## src/design/fetch_config.svh

```systemverilog
// Fetch decision configuration with field widths and bit positions for the START_OP decision.
`ifndef FETCH_CONFIG_SVH
`define FETCH_CONFIG_SVH

// Operation code as delivered by the opword decoder.
`define FETCH_OP_W 7

// First instruction word without its upper two bits.
`define FETCH_BIW_W 14

// Fetch pipeline state register.
`define FETCH_STATE_W 5

// Operand size code (byte, word, long).
`define FETCH_SIZE_W 2

// Decision class of an operation.
`define FETCH_CLASS_W 4

// Effective address mode field inside the first instruction word.
`define FETCH_EA_MODE_MSB 5
`define FETCH_EA_MODE_LSB 3

// Effective address register field inside the first instruction word.
`define FETCH_EA_REG_MSB 2
`define FETCH_EA_REG_LSB 0

`endif

```

## src/design/fetch_pkg.sv

```systemverilog
// Fetch package with operation codes, decision classes, fetch states and bundled inputs.
`include "fetch_config.svh"

package fetch_pkg;

    // Operation codes grouped by decision class with a fresh base per group.
    typedef enum logic [`FETCH_OP_W-1:0] {
        // Traps and illegal operations.
        OP_ILLEGAL = 7'h00, OP_RTE, OP_TRAP, OP_UNIMPLEMENTED,
        // Register-only operations.
        OP_DBCC = 7'h08, OP_EXT, OP_EXTB, OP_MOVEQ, OP_SWAP,
        // Extended and BCD operations.
        OP_ABCD = 7'h10, OP_SBCD, OP_ADDX, OP_SUBX, OP_PACK, OP_UNPK,
        // Destination is an ALU operand.
        OP_ADD = 7'h18, OP_ADDI, OP_ADDQ, OP_AND_B, OP_ANDI, OP_CAS, OP_CMP,
        OP_CMPI, OP_EOR, OP_EORI, OP_NBCD, OP_NEG, OP_NEGX, OP_NOT_B,
        OP_OR_B, OP_ORI, OP_SUB, OP_SUBI, OP_SUBQ, OP_TST, OP_TAS,
        // Source is an ALU operand.
        OP_ADDA = 7'h30, OP_BCHG, OP_BCLR, OP_BFCHG, OP_BFCLR, OP_BFEXTS,
        OP_BFEXTU, OP_BFFFO, OP_BFINS, OP_BFSET, OP_BFTST, OP_BSET, OP_BTST,
        OP_CHK, OP_CHK2, OP_CMP2, OP_CMPA, OP_DIVS, OP_DIVU, OP_MULS, OP_MULU,
        OP_MOVEA, OP_MOVE_TO_CCR, OP_MOVE_TO_SR, OP_SUBA,
        // Shifts and rotates.
        OP_ASL = 7'h50, OP_ASR, OP_LSL, OP_LSR, OP_ROTL, OP_ROTR, OP_ROXL, OP_ROXR,
        OP_MOVE = 7'h58,
        // Status register writers.
        OP_ANDI_TO_CCR = 7'h60, OP_ANDI_TO_SR, OP_EORI_TO_CCR, OP_EORI_TO_SR,
        OP_ORI_TO_CCR, OP_ORI_TO_SR, OP_RESET,
        // Branches and other simple operations.
        OP_BCC = 7'h68, OP_BRA, OP_NOP, OP_STOP, OP_TRAPV
    } op_t;

    typedef enum logic [`FETCH_CLASS_W-1:0] {
        CLS_TRAP    = 4'd0,
        CLS_REG     = 4'd1,
        CLS_XREG    = 4'd2,
        CLS_ALU_DST = 4'd3,
        CLS_ALU_SRC = 4'd4,
        CLS_SHIFT   = 4'd5,
        CLS_MOVE    = 4'd6,
        CLS_SR_WAIT = 4'd7,
        CLS_DEFAULT = 4'd8
    } op_class_t;

    typedef struct packed {
        op_class_t op_class;
        logic      strict; // Register-direct also waits on the other file.
    } op_info_t;

    typedef enum logic [`FETCH_STATE_W-1:0] {
        START_OP       = 5'd0,
        CALC_AEFF      = 5'd1,
        FETCH_DISPL    = 5'd2,
        FETCH_EXWORD_1 = 5'd3,
        FETCH_ABS_HI   = 5'd8,
        FETCH_ABS_LO   = 5'd9,
        FETCH_IDATA_B2 = 5'd10,
        FETCH_IDATA_B1 = 5'd11,
        FETCH_OPERAND  = 5'd13,
        INIT_EXEC_WB   = 5'd14
    } fetch_state_t;

    typedef enum logic [`FETCH_SIZE_W-1:0] {
        BYTE = 2'b00,
        WORD = 2'b01,
        LONG = 2'b10
    } op_size_t;

    typedef struct packed {
        op_t                     op;
        logic [`FETCH_BIW_W-1:0] biw_0;
        op_size_t                op_size;
    } instr_t;

    typedef struct packed {
        logic dr_in_use; // Data register write pending.
        logic ar_in_use; // Address register write pending.
        logic alu_bsy;
    } hazard_t;

endpackage

```

## src/design/ea_fetch_route.sv

```systemverilog
// EA fetch router that picks the extension-word fetch state for modes 5 to 7.
`include "fetch_config.svh"

module ea_fetch_route
    import fetch_pkg::*;
(
    input  op_info_t     info,
    input  instr_t       instr,
    output fetch_state_t ea_state
);

    logic [2:0] ea_mode;
    logic [2:0] ea_reg;
    logic       is_long;

    assign ea_mode = instr.biw_0[`FETCH_EA_MODE_MSB:`FETCH_EA_MODE_LSB];
    assign ea_reg  = instr.biw_0[`FETCH_EA_REG_MSB:`FETCH_EA_REG_LSB];

    // MOVE carries its own size code in the opword.
    assign is_long = (info.op_class == CLS_MOVE) ? (instr.biw_0[13:12] == 2'b10)
                                                 : (instr.op_size == LONG);

    always_comb begin : route
        case (ea_mode)
            3'd5: begin
                ea_state = FETCH_DISPL; // d16(An).
            end
            3'd6: begin
                ea_state = FETCH_EXWORD_1; // Indexed.
            end
            default: begin
                // Mode 7 and memory shifts in other modes land here.
                if (ea_reg == 3'd0) begin
                    ea_state = FETCH_ABS_LO; // Absolute short.
                end else if (ea_reg == 3'd1 || info.op_class == CLS_SHIFT) begin
                    ea_state = FETCH_ABS_HI;
                end else if (ea_reg == 3'd4) begin
                    ea_state = is_long ? FETCH_IDATA_B2 : FETCH_IDATA_B1;
                end else if (ea_reg == 3'd2) begin
                    ea_state = FETCH_DISPL; // d16(PC).
                end else begin
                    ea_state = FETCH_EXWORD_1;
                end
            end
        endcase
    end

endmodule

```

## src/design/hazard_gate.sv

```systemverilog
// Hazard gate that applies register and ALU-busy waits per class and addressing mode.
`include "fetch_config.svh"

module hazard_gate
    import fetch_pkg::*;
(
    input  op_info_t     info,
    input  instr_t       instr,
    input  hazard_t      hazard,
    output fetch_state_t gate_state,
    output logic         use_ea_route
);

    logic [2:0]   ea_mode;
    logic         strict_dn;    // Dn source must also wait on An.
    logic         strict_an;    // An destination must also wait on Dn.
    logic         mem_shift;
    fetch_state_t common_state;
    logic         common_ea;

    assign ea_mode   = instr.biw_0[`FETCH_EA_MODE_MSB:`FETCH_EA_MODE_LSB];
    assign strict_dn = info.strict && (info.op_class == CLS_ALU_SRC);
    assign strict_an = info.strict && (info.op_class == CLS_ALU_DST);
    assign mem_shift = (instr.biw_0[7:6] == 2'b11); // Size field 11 selects memory form.

    // Mode rules shared by ALU and MOVE classes.
    always_comb begin : common_rules
        common_state = START_OP;
        common_ea    = 1'b0;
        case (ea_mode)
            3'd0: begin // Dn.
                if (!hazard.dr_in_use && !(strict_dn && hazard.ar_in_use)) begin
                    common_state = INIT_EXEC_WB;
                end
            end
            3'd1: begin // An.
                if (!hazard.ar_in_use && !(strict_an && hazard.dr_in_use)) begin
                    common_state = INIT_EXEC_WB;
                end
            end
            3'd2, 3'd3: begin // (An), (An)+.
                if (!hazard.ar_in_use) begin
                    common_state = FETCH_OPERAND;
                end
            end
            3'd4: begin // -(An).
                if (!hazard.ar_in_use) begin
                    common_state = CALC_AEFF;
                end
            end
            default: begin
                common_ea = 1'b1; // Extension words needed.
            end
        endcase
    end

    always_comb begin : class_rules
        gate_state   = START_OP;
        use_ea_route = 1'b0;
        case (info.op_class)
            CLS_TRAP: begin
                gate_state = START_OP; // Never leaves START_OP.
            end
            CLS_REG: begin
                if (!hazard.dr_in_use) begin
                    gate_state = INIT_EXEC_WB;
                end
            end
            CLS_XREG: begin
                if (!instr.biw_0[3] && !hazard.dr_in_use) begin
                    gate_state = INIT_EXEC_WB; // Register to register.
                end else if (instr.biw_0[3] && !hazard.ar_in_use) begin
                    gate_state = CALC_AEFF; // Predecrement memory to memory.
                end
            end
            CLS_ALU_DST, CLS_ALU_SRC, CLS_MOVE: begin
                gate_state   = common_state;
                use_ea_route = common_ea;
            end
            CLS_SHIFT: begin
                if (!mem_shift) begin
                    if (!hazard.dr_in_use) begin
                        gate_state = INIT_EXEC_WB;
                    end
                end else if (ea_mode inside {3'd2, 3'd3, 3'd4}) begin
                    gate_state = common_state;
                end else begin
                    use_ea_route = 1'b1;
                end
            end
            CLS_SR_WAIT: begin
                if (!hazard.alu_bsy) begin
                    gate_state = INIT_EXEC_WB;
                end
            end
            default: begin
                gate_state = INIT_EXEC_WB; // No hazard check needed.
            end
        endcase
    end

endmodule

```

## src/design/op_class_decode.sv

```systemverilog
// Operation class decoder that maps an operation code to its decision class and strict flag.
`include "fetch_config.svh"

module op_class_decode
    import fetch_pkg::*;
(
    input  op_t      op,
    output op_info_t info
);

    always_comb begin : class_table
        info.op_class = CLS_DEFAULT;
        info.strict   = 1'b0; // Most operations touch one register file only.
        case (op)
            OP_ILLEGAL, OP_RTE, OP_TRAP, OP_UNIMPLEMENTED: begin
                info.op_class = CLS_TRAP; // Handled by the exception path.
            end
            OP_DBCC, OP_EXT, OP_EXTB, OP_MOVEQ, OP_SWAP: begin
                info.op_class = CLS_REG;
            end
            OP_ABCD, OP_SBCD, OP_ADDX, OP_SUBX, OP_PACK, OP_UNPK: begin
                info.op_class = CLS_XREG;
            end
            // Dn,An forms read both register files.
            OP_ADD, OP_SUB, OP_AND_B, OP_EOR, OP_OR_B, OP_CMP: begin
                info.op_class = CLS_ALU_DST;
                info.strict   = 1'b1;
            end
            OP_ADDI, OP_ADDQ, OP_ANDI, OP_CAS, OP_CMPI, OP_EORI, OP_NBCD,
            OP_NEG, OP_NEGX, OP_NOT_B, OP_ORI, OP_SUBI, OP_SUBQ, OP_TST,
            OP_TAS: begin
                info.op_class = CLS_ALU_DST;
            end
            OP_ADDA, OP_SUBA, OP_CMPA, OP_MOVEA: begin
                info.op_class = CLS_ALU_SRC;
                info.strict   = 1'b1; // Address register is the destination.
            end
            OP_BCHG, OP_BCLR, OP_BFCHG, OP_BFCLR, OP_BFEXTS, OP_BFEXTU,
            OP_BFFFO, OP_BFINS, OP_BFSET, OP_BFTST, OP_BSET, OP_BTST,
            OP_CHK, OP_CHK2, OP_CMP2, OP_DIVS, OP_DIVU, OP_MULS, OP_MULU,
            OP_MOVE_TO_CCR, OP_MOVE_TO_SR: begin
                info.op_class = CLS_ALU_SRC;
            end
            OP_ASL, OP_ASR, OP_LSL, OP_LSR, OP_ROTL, OP_ROTR, OP_ROXL,
            OP_ROXR: begin
                info.op_class = CLS_SHIFT;
            end
            OP_MOVE: begin
                info.op_class = CLS_MOVE;
            end
            OP_ANDI_TO_CCR, OP_ANDI_TO_SR, OP_EORI_TO_CCR, OP_EORI_TO_SR,
            OP_ORI_TO_CCR, OP_ORI_TO_SR, OP_RESET: begin
                info.op_class = CLS_SR_WAIT; // Condition codes must settle first.
            end
            default: begin
                // Bcc, BRA, NOP, STOP, TRAPV and unknown codes.
                info.op_class = CLS_DEFAULT;
            end
        endcase
    end

endmodule

```

## src/design/start_op_dispatch.sv

```systemverilog
// START_OP dispatch that combines class, hazard and EA decisions into the fetch-state register.
`include "fetch_config.svh"

module start_op_dispatch
    import fetch_pkg::*;
(
    input  logic         clk,
    input  logic         arst_n,
    input  instr_t       instr,
    input  hazard_t      hazard,
    input  logic         opd_ack,
    input  logic         ow_rdy,
    output fetch_state_t fetch_state
);

    op_info_t     info;
    fetch_state_t gate_state;
    fetch_state_t ea_state;
    fetch_state_t next_state;
    logic         use_ea_route;
    logic         avail;

    op_class_decode op_class_decode_i (
        .op   (instr.op),
        .info (info)
    );

    hazard_gate hazard_gate_i (
        .info         (info),
        .instr        (instr),
        .hazard       (hazard),
        .gate_state   (gate_state),
        .use_ea_route (use_ea_route)
    );

    ea_fetch_route ea_fetch_route_i (
        .info     (info),
        .instr    (instr),
        .ea_state (ea_state)
    );

    assign avail = opd_ack || ow_rdy; // Operand or opword present.

    always_comb begin : select
        if (!avail) begin
            next_state = START_OP; // Nothing to decode yet.
        end else if (use_ea_route) begin
            next_state = ea_state;
        end else begin
            next_state = gate_state;
        end
    end

    always_ff @(posedge clk or negedge arst_n) begin : state_reg
        if (!arst_n) begin
            fetch_state <= START_OP;
        end else begin
            fetch_state <= next_state;
        end
    end

endmodule

```

## config.mk

```make
export PLATFORM = sky130hd
export DESIGN_NAME = start_op_dispatch
export DESIGN_NICKNAME = d
export VERILOG_FILES = /design/src/design/fetch_pkg.sv /design/src/design/ea_fetch_route.sv /design/src/design/hazard_gate.sv /design/src/design/op_class_decode.sv /design/src/design/start_op_dispatch.sv
export VERILOG_INCLUDE_DIRS = /design/src /design/src/design
export SDC_FILE = /design/constraint.sdc
export NUM_CORES = 1
export LEC_CHECK = 0
export BUFFER_PORTS_ARGS = -buffer_cell sky130_fd_sc_hd__buf_2
export CAP_MARGIN = 30
export CORE_MARGIN = 3
export CORE_UTILIZATION = 46
export CTS_BUF_LIST = sky130_fd_sc_hd__clkbuf_4
export CTS_CLUSTER_DIAMETER = 80
export DETAILED_ROUTE_END_ITERATION = 10
export GPL_TIMING_DRIVEN = 0
export PLACE_DENSITY = 0.78
export SETUP_SLACK_MARGIN = 0.05
export SYNTH_ARGS = -nofsm -noshare
export SYNTH_HDL_FRONTEND = slang
export SYNTH_SLANG_ARGS = --single-unit
```

## constraint.sdc

```tcl
create_clock -name clk -period 0.8 [get_ports clk]
set_clock_uncertainty 0.15 [all_clocks]
set_input_delay 0.04 -clock clk [delete_from_list [all_inputs] [get_ports clk]]
set_output_delay 0.04 -clock clk [all_outputs]
set_load 0.1 [all_outputs]
```

Yosys cells after proc, flatten, opt, wreduce, memory -nomap -nowiden

Index checks and enable logic that the tools add are counted.

Add/subtract/negate cells: 0
$mul: 0
Divide/modulo/power cells: 0
$lt $le $gt $ge: 0
Eq/ne operators: 95
Shifts and indexed selects: 0
Muxes and demuxes: 27
Bitwise logic cells: 0
Reductions and logical operators: 31

Operators with widths:

| operator                                             | count |
|---|---|
| equality test 7 x 6 -> 1 bit (second input constant) | 29 |
| equality test 7 bit (second input constant)          | 25 |
| equality test 7 x 5 -> 1 bit (second input constant) | 14 |
| two-way mux 5 bit                                    | 8 |
| equality test 7 x 4 -> 1 bit (second input constant) | 5 |
| case mux 4 bit (8 select lines)                      | 1 |
| case mux 5 bit (6 select lines)                      | 1 |
| OR reduction 25 bit                                  | 1 |
| OR reduction 21 bit                                  | 1 |
| two-way mux 4 bit                                    | 5 |
| case mux 5 bit (4 select lines)                      | 1 |
| equality test 4 x 3 -> 1 bit (second input constant) | 4 |
| equality test 7 x 2 -> 1 bit (second input constant) | 2 |
| equality test 3 bit (second input constant)          | 4 |
| case mux 5 bit (2 select lines)                      | 1 |
| OR reduction 10 bit                                  | 1 |
| OR reduction 5 bit                                   | 2 |
| equality test 3 x 2 -> 1 bit (second input constant) | 3 |
| two-way mux 1 bit                                    | 9 |
| equality test 4 x 2 -> 1 bit (second input constant) | 2 |
| logical AND 1 bit                                    | 8 |
| OR reduction 8 bit                                   | 1 |
| equality test 7 x 1 -> 1 bit (second input constant) | 1 |
| zero test 7 bit                                      | 1 |
| 14 further kinds                                     | 23 |

Register bits after elaboration: 5
Latch bits: 0
Memory bits (writable): 0
Bits in read-only memories: 0
Output and inout bits: 5
Word-level logic and storage cells: 154
Memories kept: 0

Longest topological paths before layout

Word-level depth: 15
Mapped depth: 8
Mapped depth without buffers: 6

By module

A second synthesis with hierarchy kept.

Cell total of the unflattened synthesis: 141
Area total of the unflattened synthesis: 1044.8 um2

By module, submodules not included:

| module            | times used | cells an instance | area an instance (um2) | seq. area each (um2) |
|---|---|---|---|---|
| op_class_decode   | 1          | 47                | 319.1                  | 0.0 |
| hazard_gate       | 1          | 42                | 282.8                  | 0.0 |
| ea_fetch_route    | 1          | 35                | 234.0                  | 0.0 |
| start_op_dispatch | 1          | 17                | 209.0                  | 125.1 |

Worst setup path before layout

No wires, ideal clock.

Path kind: input -> register
Start point: input port instr[16] in the netlist's numbering
End point: register fetch_state[1]
Data arrival time: 1.557 ns
Data required time: 0.551 ns
Path slack: -1.007 ns
Cell stages on the path: 6
Path buffers: 0
Cell sequence: or4b_4 -> o22a_1 -> and4_4 -> a311o_1 -> a21boi_1 -> a311oi_1

Cells in the longest elaborated chain, start to end: 15
Elaborated cells between the ends (all ways): 117
Those cells by class: eq/ne (83); mux (14); reduce/logical (20)

RTL lines:

| element                                                                      | RTL line                                                | RTL |
|---|---|---|
| start, declared                                                              | start_op_dispatch.sv:9                                  | `input instr_t instr,` |
| equality test 7 x 6 -> 1 bit, or another cell as far along                   | op_class_decode.sv:14                                   | `case (op)` |
| OR reduction 25 bit (no line), or another cell as far along                  | n/a                                                     |  |
| case mux 4 bit (8 select lines)                                              | op_class_decode.sv:14                                   |  |
| equality test 4 x 2 -> 1 bit or equality test 4 x 3 -> 1 bit (tied branches) | hazard_gate.sv:23, hazard_gate.sv:60, hazard_gate.sv:22 |  |
| logical AND 1 bit (on tied branches)                                         | hazard_gate.sv:23, hazard_gate.sv:22                    |  |
| logical AND 1 bit (on tied branches)                                         | hazard_gate.sv:37, hazard_gate.sv:32                    |  |
| zero test 1 bit (on tied branches)                                           | hazard_gate.sv:37, hazard_gate.sv:32                    |  |
| logical AND 1 bit (on tied branches)                                         | hazard_gate.sv:37, hazard_gate.sv:32                    |  |
| two-way mux 4 bit (on tied branches)                                         | hazard_gate.sv:37, hazard_gate.sv:32                    |  |
| case mux 5 bit (4 select lines)                                              | hazard_gate.sv:30                                       | `case (ea_mode)` |
| two-way mux 5 bit                                                            | hazard_gate.sv:85                                       | `end else if (ea_mode inside {3'd2, 3'd3, 3'd4}) begin` |
| two-way mux 5 bit                                                            | hazard_gate.sv:81                                       | `if (!mem_shift) begin` |
| case mux 5 bit (6 select lines)                                              | hazard_gate.sv:60                                       | `case (info.op_class)` |
| two-way mux 5 bit (*)                                                        | start_op_dispatch.sv:47                                 | `end else if (use_ea_route) begin` |
| two-way mux 5 bit (*)                                                        | start_op_dispatch.sv:45                                 | `if (!avail) begin` |
| named net next_state[1]                                                      | start_op_dispatch.sv:19                                 | `fetch_state_t next_state;` |
| end signal, assigned                                                         | start_op_dispatch.sv:58                                 | `fetch_state <= next_state;` |
| end, declared                                                                | start_op_dispatch.sv:13                                 | `output fetch_state_t fetch_state` |

Mark *: on every way through the listed nets, which the timed path passes. The rest lies on a longest branch.

Worst setup path in the final report

Start point: input port instr[16] in the netlist's numbering
End point: register fetch_state[3]

Same word-level chain as after synthesis.

==> impl_metrics.ini <==
[outcome]
status = complete, but fails checks
failed_checks = setup timing

[layout]
post-route-util_pct = 76.1
drive_gt1_share_pct = 36.8
seq_area_um2 = 111
area_growth_syn_to_layout_pct = 46.7
n_fill_cell = 147
top_regs = fetch_state (4)
fin_area_um2 = 1400
final_nets = 213
multi_input_area_um2 = 846
largest_register = fetch_state
n_antenna_cell = 0
largest_reg_flops = 4

[global_route]
grt.overflow.total = 0
grt_first_pass_wirelength_mm = 5.15
grt_pass1_vias = 1217
antenna_found_initial = 0
grt_max_degree = 11
grt_util_all_layers_pct = 25.3

[worst_hold_path]
hold_class = primary input to async pin

[setup_path]
crit_family = compound AO/OA/AOI/OAI gates
slowest_delay_ns = 0.54
path_max_fanout = 5
cp_cell_sequence = buf_8, or4b_4, o22a_1, and4_4, a2111oi_4, buf_4, nor4_4, o221ai_1
arrival_ns = 1.89
crit_buf_inv = 2
crit_path_end_kind = flop
cp.required_ns = 0.79
cpMaxStageDelayCell = or4b_4
crit_type = primary input to flop
cp-start-kind = primary input

[place]
port_buffers = 27
place_area_um2 = 1130
dp_hpwl_mm = 2.29
gp_congestion = 0.912

[synthesis]
ys_warn_count = 0
synthFlopType = dfrtp_1
synthDominantCellAreaShare_pct = 10.5
async_flop_share_pct = 100
synth_cell_types = 52
synth_fp_nets = 171
syn_avg_cell_area_um2 = 6.76
synth.ff_latch_count = 4
yosysSeqAreaShare_pct = 10.5
synth_edf_count = 0
syn-cell-area_um2 = 953
yosysTopAreaCell = dfrtp_1
synth_cells = 141
synth_area_leaders = dfrtp_1 (10%), nor2_1 (5.9%), a21oi_1 (4.7%), buf_2 (4.2%), nor2b_1 (3.9%)

[flow_run]
max_cap_viol_count = 0

[floorplanning]
fp.dieH_um = 51.5
initial_core_util_pct = 51.8
rows = 15
fp.dieArea_um2 = 2650
placeableCoreArea_um2 = 1840
ios = 35
die_w_um = 51.5

[route]
drc = 0
vias = 1321
routed_wl_mm = 3.40
vias_per_cell = 6.38
postRouteAntennaNets = 0
initialDrtViolationCount = 57
wl_per_cell_um = 16.4
dr.pass1.iters = 4

[sta]
min_period_over_period_pct = 238
worst_slack_ns = -1.11
rsz0062_at_grt = yes
setup_viol = 8
tightest_slew_ns = 0.560
slew_headroom_pct = 62.4
hold_viol = 0
fin_crit_ns = 1.91
drv_slew = 0
clock.fmax_ghz = 0.525

[clocking]
cts_tree = built
htree_num_levels = 1
cts_root_buffer = clkbuf_4
clock_sinks = 4
cts_buffer_depth = 2
path_clk_slew_ns = 0.04
cts-buffers-inserted = 3

[power_and_ir_drop]
power_mw = 1.60
power.density_nw_per_um2 = 1140
p_leak_nw = 0.581
irDropWorstVdd_mv = 0.903
path summary, 6_finish.rpt:
check                          start                  endpoint  slack (ns)  cells past startpoint
max in group asynchronous     arst_n  fetch_state[3]$_DFF_PN0_        0.36                      2
min in group clk             opd_ack  fetch_state[1]$_DFF_PN0_        0.03                      3
worst max-delay path       instr[16]  fetch_state[3]$_DFF_PN0_       -1.11                      8
worst min-delay path          arst_n  fetch_state[0]$_DFF_PN0_       0.002                      2
cell usage after synthesis (2+ instances only):
library cell	number
nor2_1	15
buf_2	8
nor4_1	2
a31oi_1	4
a311oi_1	3
a22oi_1	2
xor2_1	4
nor3b_1	4
nand3_1	6
o21ai_0	5
o21a_1	3
and2_1	3
nor4bb_1	2
a21oi_1	9
nor2b_1	6
nand4_1	2
o221ai_1	2
nand2_1	8
and3b_1	2
a211oi_1	2
inv_1	6
and3_1	2
a311o_1	2
dfrtp_1	4
inv_2	2
o211ai_1	5
nand3b_1	3
logic make-up after synthesis:
| family | share of synthesized area (%) |
|---|---|
| DFF | 10.5 |
| AOI/OAI and AO/OA | 39.0 |
| and+or+nand+nor | 37.5 |
| other | 0.393 |
| xor gates and xnor gates | 3.67 |
| buffers and inverters | 8.92 |
layout make-up:
cell class	count	share of cell area [%]
Sequential cell	4	7.96
Inverter	8	2.15
Timing Repair Buffer	37	20.5
Multi-Input combinational cell	118	60.5
Clock buffer	4	2.15
Buffer	11	4.56
Tap cell	25	2.24
per-stage QoR:
step           hold WS, ns  std cells  TNS (ns)  worst slack [ns]
2_1_floorplan       -0.406        141     -3.96             -1.01
3_3_place_gp        -0.307        193     -5.51             -1.33
3_5_place_dp        -0.301        193     -5.64             -1.34
4_1_cts            -0.0181        201     -4.62            -0.993
5_1_grt           0.000129        207     -5.46             -1.15
6_report           0.00171        207     -5.11             -1.11
routing by layer:
layer	wire, um	share of wire, %	GRT usage (%)
met1	1360	40	27.5
met2	1730	51	48.1
met3	224	6.6	2.58
met4	93	2.7	12.2
met5	0	0	0
placed cells by master (no fill, tap or decap), drive strengths merged, types with 2 or more instances in the layout:
| master | Yosys | final |
|---|---|---|
| buf | 10 | 44 |
| nor2 | 15 | 15 |
| a21oi | 9 | 9 |
| nand2 | 8 | 8 |
| inv | 8 | 8 |
| clkbuf | 1 | 7 |
| nor2b | 6 | 6 |
| nand3 | 6 | 6 |
| o21ai | 6 | 6 |
| o211ai | 5 | 5 |
| xor2 | 4 | 4 |
| a31oi | 4 | 4 |
| nor3b | 4 | 4 |
| dfrtp | 4 | 4 |
| nand3b | 3 | 3 |
| o21a | 3 | 3 |
| and2 | 3 | 3 |
| a311oi | 3 | 3 |
| and3b | 2 | 2 |
| nor4bb | 2 | 2 |
| a22oi | 2 | 2 |
| nand4 | 2 | 2 |
| and3 | 2 | 2 |
| a211oi | 2 | 2 |
| a311o | 2 | 2 |
| o221ai | 2 | 2 |
| nor4 | 2 | 2 |
| and4 | 2 | 2 |
| or2 | 2 | 2 |
where the power goes:
part | switching [mW] | total, mW | internal [mW]
Clock | 0.0957 | 0.318 | 0.222
Combinational | 0.616 | 1.00 | 0.388
Sequential | 0.0287 | 0.278 | 0.249
timing repair:
| action | in CTS | in global routing |
|---|---|---|
| pin swaps | 6 | 8 |
| setup endpoints to repair | 8 | 8 |
| buffers inserted | 3 | 6 |
| gates resized for setup | 24 | 12 |
| hold buffers | 1 | 0 |
| endpoints found under the hold margin | 5 | 0 |
No activity file was read; power rests on OpenSTA's default activity.
